File: src/sccb_rx_defines.svh
`ifndef SCCB_RX_DEFINES_SVH
`define SCCB_RX_DEFINES_SVH

////////////////////////////////////////
// Datapath geometry

// Four 8b/10b symbols per SERDES word
`define SCCB_SYMBOLS 4
`define SCCB_WORD_BITS 32

////////////////////////////////////////
// Control characters

// K28.5, lane 0 of an idle word
`define SCCB_IDLE_CODE 8'hbc
// K28.6, end of frame in any lane
`define SCCB_STOP_CODE 8'hdc
// K30.7, link layer control, ignored on receive
`define SCCB_LLCTL_CODE 8'hfe
// D21.5, lane 1 of an idle word
`define SCCB_IDLE_D 8'hb5

////////////////////////////////////////
// Link training

// Idle run count at which the link comes up
`define SCCB_LINK_UP_IDLES 255
// Framing errors that take the link down
`define SCCB_ERROR_LIMIT 64

`endif

File: src/sccb_rx_pkg.sv
`default_nettype none

`include "sccb_rx_defines.svh"

package sccb_rx_pkg;

	////////////////////////////////////////
	// Receive side word types

	// One word from the SERDES
	// One K flag per lane, lane 0 in the low byte
	typedef struct packed {
		logic [`SCCB_SYMBOLS-1:0]   kchar;
		logic [`SCCB_WORD_BITS-1:0] data;
	} serdes_word_t;

	// Word handed to the upper layer
	// nvalid counts bytes from the low end of data
	typedef struct packed {
		logic                       start;
		logic                       valid;
		logic [2:0]                 nvalid;
		logic [`SCCB_WORD_BITS-1:0] data;
	} ll_word_t;

	// Command to the CRC engine
	// restart seeds from zero before folding in din
	typedef struct packed {
		logic                       restart;
		logic [2:0]                 len;
		logic [`SCCB_WORD_BITS-1:0] din;
	} crc_req_t;

	// Received checksum byte and its capture strobe
	typedef struct packed {
		logic       load;
		logic [7:0] value;
	} csum_load_t;

endpackage

`default_nettype wire

File: src/crc8_atm_x32.sv
`default_nettype none

`include "sccb_rx_defines.svh"

module crc8_atm_x32 import sccb_rx_pkg::*; (
	input wire rx_clk,
	input wire rst,
	input wire crc_req_t req,
	output logic [7:0] crc
);

	logic [7:0] crc_next;

	////////////////////////////////////////
	// One byte through x^8+x^2+x+1

	// MSB first, no reflection
	function automatic logic [7:0] crc8_byte(
		input logic [7:0] crc_in,
		input logic [7:0] din
	);
		logic [7:0] c;
		c = crc_in ^ din;
		for (int b = 0; b < 8; b++) begin
			c = c[7] ? ((c << 1) ^ 8'h07) : (c << 1);
		end
		return c;
	endfunction

	////////////////////////////////////////
	// Fold up to four bytes per clock

	always_comb begin
		// Restart drops the old value, this word still counts
		crc_next = req.restart ? 8'h00 : crc;

		// Lane 0 goes in first, unused upper lanes skipped
		for (int i = 0; i < `SCCB_SYMBOLS; i++) begin
			if (req.len > 3'(i)) begin
				crc_next = crc8_byte(crc_next, req.din[i*8 +: 8]);
			end
		end
	end

	// Result valid the cycle after the request
	always_ff @(posedge rx_clk) begin
		if (rst) begin
			crc <= 8'h00;
		end else begin
			crc <= crc_next;
		end
	end

	// More than one word of bytes per clock is never requested
	a_len_range: assert property (@(posedge rx_clk) disable iff (rst)
		req.len <= 3'(`SCCB_SYMBOLS))
		else $error("CRC request length %0d out of range", req.len);

endmodule

`default_nettype wire

File: src/sccb_frame_check.sv
`default_nettype none

module sccb_frame_check import sccb_rx_pkg::*; (
	input wire rx_clk,
	input wire rst,
	input wire crc_req_t crc_req,
	input wire csum_load_t csum_load,
	input wire frame_done,
	input wire frame_malformed,
	output logic commit,
	output logic drop
);

	logic [7:0] crc;
	logic [7:0] expected_q;

	////////////////////////////////////////
	// Running CRC of the payload

	crc8_atm_x32 crc8_atm_x32_inst (
		.rx_clk (rx_clk),
		.rst    (rst),
		.req    (crc_req),
		.crc    (crc)
	);

	// Checksum byte from the stop word or the word after
	always_ff @(posedge rx_clk) begin
		if (csum_load.load) begin
			expected_q <= csum_load.value;
		end
	end

	////////////////////////////////////////
	// Frame verdict

	// Done lines up with the last CRC update
	always_comb begin
		commit = frame_done && (crc == expected_q);
	end

	// Bad checksum or bad stop lane
	always_ff @(posedge rx_clk) begin
		if (rst) begin
			drop <= 1'b0;
		end else begin
			drop <= frame_malformed || (frame_done && (crc != expected_q));
		end
	end

	// One verdict per frame, never both
	a_one_verdict: assert property (@(posedge rx_clk) disable iff (rst)
		!(commit && drop))
		else $error("Commit and drop in the same cycle");

endmodule

`default_nettype wire

File: src/sccb_link_monitor.sv
`default_nettype none

`include "sccb_rx_defines.svh"

module sccb_link_monitor import sccb_rx_pkg::*; (
	input wire rx_clk,
	input wire rst,
	input wire serdes_word_t rx_in,
	input wire rx_data_valid,
	input wire frame_error,
	output logic link_up
);

	logic is_idle;
	logic idle_q;
	logic [7:0] idle_count;
	logic [7:0] error_count;

	// Idle word is K28.5 D21.5 then D0.0 in the upper lanes
	always_comb begin
		is_idle = (rx_in.kchar == 4'b0001) &&
			(rx_in.data == {16'h0000, `SCCB_IDLE_D, `SCCB_IDLE_CODE});
	end

	////////////////////////////////////////
	// Training and error tracking

	always_ff @(posedge rx_clk) begin
		if (rst) begin
			idle_q      <= 1'b0;
			idle_count  <= 8'd0;
			error_count <= 8'd0;
			link_up     <= 1'b0;
		end else if (rx_data_valid) begin
			// Match flag lags the word by one
			idle_q <= is_idle;

			if (link_up) begin
				// Stray stop codes and bad lane 0 words
				if (frame_error) begin
					error_count <= error_count + 8'd1;
				end

				// Too many errors, back to training
				if (error_count == 8'(`SCCB_ERROR_LIMIT)) begin
					link_up    <= 1'b0;
					idle_count <= 8'd0;
				end
			end else if (idle_q) begin
				idle_count <= idle_count + 8'd1;

				// Long enough run, link comes up with a clean error count
				if (idle_count == 8'(`SCCB_LINK_UP_IDLES)) begin
					link_up     <= 1'b1;
					error_count <= 8'd0;
				end
			end else begin
				// Run broken, start over
				idle_count <= 8'd0;
			end
		end
	end

endmodule

`default_nettype wire

File: src/sccb_rx_framer.sv
`default_nettype none

`include "sccb_rx_defines.svh"

module sccb_rx_framer import sccb_rx_pkg::*; (
	input wire rx_clk,
	input wire rst,
	input wire serdes_word_t rx_in,
	input wire rx_data_valid,
	input wire link_up,
	output ll_word_t rx_ll,
	output crc_req_t crc_req,
	output csum_load_t csum_load,
	output logic frame_done,
	output logic frame_malformed,
	output logic frame_error
);

	// Frame state
	logic active_q;
	logic csum_due_q;
	logic done_next_q;

	// Next state
	logic active_d;
	logic csum_due_d;
	logic done_next_d;
	logic done_d;
	ll_word_t ll_d;

	logic [7:0] lane0;

	assign lane0 = rx_in.data[7:0];

	////////////////////////////////////////
	// Word decode

	always_comb begin
		crc_req         = '0;
		crc_req.din     = rx_in.data;
		csum_load       = '0;
		frame_malformed = 1'b0;
		frame_error     = 1'b0;
		ll_d            = '0;
		active_d        = active_q;
		csum_due_d      = csum_due_q;
		done_next_d     = 1'b0;
		done_d          = done_next_q;

		if (rx_data_valid) begin
			if (csum_due_q) begin
				// Checksum word after a lane 3 stop or an ACK
				csum_load.load  = 1'b1;
				csum_load.value = rx_in.data[7:0];
				csum_due_d      = 1'b0;
				done_d          = 1'b1;
			end else if (active_q) begin
				// Lowest K lane is where the stop code must sit
				casez (rx_in.kchar)
					4'b???1: begin
						// No payload left, CRC gets nothing
						active_d = 1'b0;
						if (lane0 == `SCCB_STOP_CODE) begin
							csum_load.load  = 1'b1;
							csum_load.value = rx_in.data[15:8];
							// CRC settled last word but wait a cycle like the other ends
							done_next_d     = 1'b1;
						end else begin
							frame_malformed = 1'b1;
						end
					end
					4'b??10: begin
						active_d    = 1'b0;
						crc_req.len = 3'd1;
						if (rx_in.data[15:8] == `SCCB_STOP_CODE) begin
							csum_load.load  = 1'b1;
							csum_load.value = rx_in.data[23:16];
							done_d          = 1'b1;
							ll_d.valid      = 1'b1;
							ll_d.nvalid     = 3'd1;
							ll_d.data       = {24'h0, rx_in.data[7:0]};
						end else begin
							frame_malformed = 1'b1;
						end
					end
					4'b?100: begin
						active_d    = 1'b0;
						crc_req.len = 3'd2;
						if (rx_in.data[23:16] == `SCCB_STOP_CODE) begin
							csum_load.load  = 1'b1;
							csum_load.value = rx_in.data[31:24];
							done_d          = 1'b1;
							ll_d.valid      = 1'b1;
							ll_d.nvalid     = 3'd2;
							ll_d.data       = {16'h0, rx_in.data[15:0]};
						end else begin
							frame_malformed = 1'b1;
						end
					end
					4'b1000: begin
						active_d    = 1'b0;
						crc_req.len = 3'd3;
						if (rx_in.data[31:24] == `SCCB_STOP_CODE) begin
							// Checksum rides in the next word
							csum_due_d  = 1'b1;
							ll_d.valid  = 1'b1;
							ll_d.nvalid = 3'd3;
							ll_d.data   = {8'h0, rx_in.data[23:0]};
						end else begin
							frame_malformed = 1'b1;
						end
					end
					default: begin
						// Plain data word, all four bytes
						crc_req.len = 3'd4;
						ll_d.valid  = 1'b1;
						ll_d.nvalid = 3'd4;
						ll_d.data   = rx_in.data;
					end
				endcase
			end else if (link_up) begin
				if (rx_in.kchar == 4'b0001) begin
					if (lane0 == `SCCB_STOP_CODE) begin
						// End of frame with no frame open
						frame_error = 1'b1;
					end else if (lane0 != `SCCB_IDLE_CODE && lane0 != `SCCB_LLCTL_CODE) begin
						// Start of frame, CRC skips the K char and sequence byte
						crc_req.restart = 1'b1;
						crc_req.len     = 3'd2;
						crc_req.din     = {16'h0, rx_in.data[31:16]};
						ll_d.start      = 1'b1;
						ll_d.valid      = 1'b1;
						ll_d.nvalid     = 3'd4;
						ll_d.data       = rx_in.data;
						active_d        = 1'b1;
					end
				end else if (rx_in.kchar == 4'b1001) begin
					// Single word ACK
					// start, sequence, status, stop, checksum next word
					crc_req.restart = 1'b1;
					crc_req.len     = 3'd1;
					crc_req.din     = {16'h0, rx_in.data[31:16]};
					ll_d.start      = 1'b1;
					ll_d.valid      = 1'b1;
					ll_d.nvalid     = 3'd3;
					ll_d.data       = {8'h0, rx_in.data[23:0]};
					csum_due_d      = 1'b1;
				end else begin
					// Anything without K in lane 0 alone
					frame_error = 1'b1;
				end
			end
		end
	end

	////////////////////////////////////////
	// State and output registers

	always_ff @(posedge rx_clk) begin
		if (rst) begin
			active_q    <= 1'b0;
			csum_due_q  <= 1'b0;
			done_next_q <= 1'b0;
			frame_done  <= 1'b0;
			rx_ll       <= '0;
		end else begin
			active_q    <= active_d;
			csum_due_q  <= csum_due_d;
			done_next_q <= done_next_d;
			frame_done  <= done_d;
			rx_ll       <= ll_d;
		end
	end

	// A frame only opens from idle with the link trained
	a_start_link_up: assert property (@(posedge rx_clk) disable iff (rst)
		rx_ll.start |-> $past(link_up && !active_q))
		else $error("Frame start without link up");

endmodule

`default_nettype wire

File: src/sccb_rx_top.sv
`default_nettype none

module sccb_rx_top import sccb_rx_pkg::*; (
	input wire rx_clk,
	input wire rst,
	input wire serdes_word_t rx_in,
	input wire rx_data_valid,
	output ll_word_t rx_ll,
	output logic rx_ll_link_up,
	output logic rx_ll_commit,
	output logic rx_ll_drop
);

	// Framer to monitor
	logic frame_error;

	// Framer to checker
	crc_req_t crc_req;
	csum_load_t csum_load;
	logic frame_done;
	logic frame_malformed;

	////////////////////////////////////////
	// Link training

	sccb_link_monitor sccb_link_monitor_inst (
		.rx_clk        (rx_clk),
		.rst           (rst),
		.rx_in         (rx_in),
		.rx_data_valid (rx_data_valid),
		.frame_error   (frame_error),
		.link_up       (rx_ll_link_up)
	);

	////////////////////////////////////////
	// Framing and payload

	sccb_rx_framer sccb_rx_framer_inst (
		.rx_clk          (rx_clk),
		.rst             (rst),
		.rx_in           (rx_in),
		.rx_data_valid   (rx_data_valid),
		.link_up         (rx_ll_link_up),
		.rx_ll           (rx_ll),
		.crc_req         (crc_req),
		.csum_load       (csum_load),
		.frame_done      (frame_done),
		.frame_malformed (frame_malformed),
		.frame_error     (frame_error)
	);

	////////////////////////////////////////
	// CRC check and verdict

	sccb_frame_check sccb_frame_check_inst (
		.rx_clk          (rx_clk),
		.rst             (rst),
		.crc_req         (crc_req),
		.csum_load       (csum_load),
		.frame_done      (frame_done),
		.frame_malformed (frame_malformed),
		.commit          (rx_ll_commit),
		.drop            (rx_ll_drop)
	);

endmodule

`default_nettype wire

File: config.mk
export PLATFORM = sky130hd
export DESIGN_NAME = sccb_rx_top
export DESIGN_NICKNAME = d
export VERILOG_FILES = /design/src/sccb_rx_pkg.sv /design/src/crc8_atm_x32.sv /design/src/sccb_frame_check.sv /design/src/sccb_link_monitor.sv /design/src/sccb_rx_framer.sv /design/src/sccb_rx_top.sv
export VERILOG_INCLUDE_DIRS = /design/src
export SDC_FILE = /design/constraint.sdc
export NUM_CORES = 1
export LEC_CHECK = 0
export BUFFER_PORTS_ARGS = -buffer_cell sky130_fd_sc_hd__buf_2
export CAP_MARGIN = 30
export CORE_ASPECT_RATIO = 2
export CORE_MARGIN = 4
export CORE_UTILIZATION = 45
export DETAILED_ROUTE_END_ITERATION = 6
export HOLD_SLACK_MARGIN = 0.08
export PLACE_DENSITY = 0.62
export SLEW_MARGIN = 20
export SYNTH_ARGS = -nofsm -noshare
export SYNTH_HDL_FRONTEND = slang
export SYNTH_SLANG_ARGS = --single-unit
File: constraint.sdc
create_clock -name rx_clk -period 13.7 [get_ports rx_clk]
set_input_delay 2.74 -clock rx_clk [delete_from_list [all_inputs] [get_ports rx_clk]]
set_output_delay 2.74 -clock rx_clk [all_outputs]
set_load 0.02 [all_outputs]
==> results.json <==
{
  "fin_crit_sh_pct": 59.9,
  "cp-start-kind": "input port",
  "grt_max_degree": 36,
  "wl_per_cell_um": 22.1,
  "synth_top_area_cell": "dfxtp_1",
  "hold_viol": 0,
  "required_ps": 13970,
  "syn_area_um2": 6090,
  "multi_input_area_um2": 4260,
  "grt_pass1_wl_um": 32100,
  "rsz0062_at_grt": "no",
  "maxSlewHeadroom_pct": 40.3,
  "drt_pre_antenna_iters": 7,
  "core_area_um2": 13100,
  "critPathArrivalTime_ps": 8470,
  "crit_path_max_incr_delay_ps": 480,
  "num_vias": 5840,
  "syn_nets": 776,
  "dieArea_um2": 15600,
  "clock.fmax_mhz": 122,
  "dpl.hpwl_um": 16400,
  "fin_skew_ps": 11.3,
  "ff_latch_area_um2": 1600,
  "ios": 79,
  "path_clk_slew_ps": 70,
  "min_from": "sccb_rx_framer_inst.done_next_q",
  "worst_slew_pin_slew_ps": 888,
  "yosys_warnings": 0,
  "violations": "DRC",
  "maxCapViolCount": 0,
  "synth_edf_count": 8,
  "grt_usage_pct": 26.2,
  "die_x_um": 90.3,
  "worst-path-buf-inv": 2,
  "finalSetupTns_ps": 0,
  "critPathKind": "input port to flop",
  "cpMaxStageDelayCell": "xnor3_1",
  "seq_area_frac_synth_pct": 26.3,
  "synthFlopType": "dfxtp_1",
  "cts_sinks": 76,
  "grt_pass1_vias": 5815,
  "drive_gt1_share_pct": 16.7,
  "start_util_pct": 46.4,
  "ctsResizeCount": 0,
  "postCtsSetupBuffers": 0,
  "tritoncts": "done",
  "cts_buffers": 9,
  "first_iter_violations": 623,
  "cts_max_path_buffers": 2,
  "ys_async_sr_fraction_pct": 0,
  "setup_ws_ps": 5500,
  "status": "finished, violations left",
  "syn_inst": 734,
  "ir_worst_vdd_v": 0.0000913,
  "synth.distinct_cells": 81,
  "power.density_nw_per_um2": 86.1,
  "end_kind": "flop",
  "cp-startpoint": "rx_in[3]",
  "cts_hold_buf": 0,
  "vias_per_cell": 6.19,
  "n_antenna_cell": 0,
  "synth-seq-cells": 76,
  "period_minus_slack_ps": 8200,
  "avgSynthCellArea_um2": 8.30,
  "clkLatencyLatePin_ps": 340,
  "cp_max_fo": 35,
  "hold_path.class": "flop to flop",
  "fp-row-count": 59,
  "root_buffer": "clkbuf_16",
  "slew_violations": 0,
  "finalSetupViolations": 0,
  "grt_overflow": 0,
  "dp_slack_ps": 5220,
  "die_h_um": 173,
  "port_buffers": 78,
  "fill_cells": 1260,
  "routed_wl_um": 20800,
  "critical_path.cell_chain": "buf_2 -> and2_0 -> o2111ai_1 -> o21ai_2 -> buf_4 -> a21boi_1 -> nor2_1 -> xnor3_1 -> o221ai_1 -> xnor2_2 -> xor3_1 -> mux2i_1 -> xnor2_2 -> xnor3_1 -> or2_1 -> xnor2_2 -> xor3_1 -> or3_1 -> a21oi_1",
  "antenna_found_initial": 0,
  "drtAntennaViolNets": 0,
  "routabilityCongestion": 0.985,
  "yosys-top-cells-area": "dfxtp_1 22%, xnor2_1 7.0%, xnor3_1 6.7%, xor2_1 6.2%, nor2_1 4.9%",
  "path_delay_family": "XOR/XNOR gates",
  "p_leak_nw": 2.85,
  "cp_common_cell": "xnor2_2",
  "syn2layout_area_growth_pct": 12.9,
  "r2r_start": "sccb_rx_framer_inst.csum_due_q",
  "synth_top_area_share_pct": 22.3,
  "final_nets": 828,
  "drcViolationCount": 24,
  "htree_levels": 3
}
-- cell type report --
type	instances	area share (%)
clock inverters	5	0.964
multi-input cells	599	62.0
flip-flops and latches	76	23.3
inverters	15	0.819
clock buffers	11	3.84
repair buffers	85	6.33
well taps	152	2.77
-- final timing paths --
kind / end / slack (ps) / cells after the start
max: sccb_frame_check_inst.crc8_atm_x32_inst.crc[2] / 5500 / 19
max reg2reg: sccb_frame_check_inst.crc8_atm_x32_inst.crc[2] / 7470 / 18
min reg2reg: sccb_rx_framer_inst.frame_done / 460 / 2
min: sccb_rx_framer_inst.frame_done / 460 / 2
-- tightest hold or removal path: stages, from the launching register on --
cell and delay [ps]:
dfxtp_1 310, a21oi_1 40, nor2_1 80
-- sequential cells by signal (all words and copies together), names as in the netlist, 8 cells and up --
register / cells
sccb_link_monitor_inst.error_count: 8
sccb_frame_check_inst.crc8_atm_x32_inst.crc: 8
sccb_frame_check_inst.expected_q: 8
sccb_rx_framer_inst.rx_ll: 37
sccb_link_monitor_inst.idle_count: 8
-- Yosys cell counts, types with 5 or more instances --
cell type  count
mux2i_1       11
nor3_1        21
edfxtp_1       8
dfxtp_1       68
nor2b_1        9
a211oi_1       5
nor4b_1        6
or2_2          5
xnor2_2        6
nand2_1       64
nand4_1        9
buf_2          7
xor2_1        43
nor2_1        80
xnor2_1       49
a211o_1        5
or4_1          6
xnor3_1       18
o211ai_1      11
clkbuf_1      32
buf_1          5
a21o_1         8
o21ai_0       17
or3_1         10
and2_1        34
inv_1         14
and3_1        10
a222oi_1       8
nor4_1        11
a21oi_1       48
nand3_1       14
nand2b_1       7
-- per-layer routing --
metal	GRT usage [%]	share of wire, %	vias to the layer above
li1	-	-	2711
met1	25.6	33	2723
met2	49.1	53	292
met3	3.26	5.5	114
met4	19.8	8.6	0
met5	0	0	-
-- through the flow --
step	instances	cell area (µm²)	hold slack, ps	total power [mW]	utilization [%]
floorplan	734	6090	413	0.311	-
global placement	924	6530	424	0.337	49.7
detailed placement	925	6540	446	0.339	49.8
CTS	941	6870	462	0.593	52.3
global route	943	6880	492	0.611	52.3
finish	943	6880	463	0.592	52.3
-- report_power, final --
part / total, mW / switching, mW / internal (mW)
clock: 0.256 / 0.0972 / 0.159
combinational: 0.110 / 0.0626 / 0.0474
sequential: 0.226 / 0.00119 / 0.225
-- cells in the final DEF, fill, tap and decap left out, types with 4 or more instances in the layout --
cell type  count
nor2_1        80
buf_2         80
dfxtp_1       68
nand2_1       64
xnor2_1       49
a21oi_1       48
xor2_1        43
and2_1        34
nor3_1        21
xnor3_1       18
o21ai_0       17
inv_1         14
nand3_1       14
nor4_1        11
o211ai_1      11
mux2i_1       11
and3_1        10
or3_1         10
clkbuf_16     10
nor2b_1        9
nand4_1        9
a21o_1         8
a222oi_1       8
edfxtp_1       8
nand2b_1       7
or4_1          6
nor4b_1        6
xnor2_2        6
or2_2          5
a211oi_1       5
a211o_1        5
o221ai_1       4
o21bai_1       4
buf_4          4
-- kinds of logic after synthesis --
logic type               share of synthesized area, %
adder cells (fa/ha/maj)                         0.616
multiplexers                                     1.99
AO/OA/AOI/OAI                                    17.5
buffers and inverters                            3.78
XOR/XNOR                                         23.2
AND/OR/NAND/NOR                                  26.6
flip-flops                                       26.3
No activity file was read; power rests on OpenSTA's default activity.
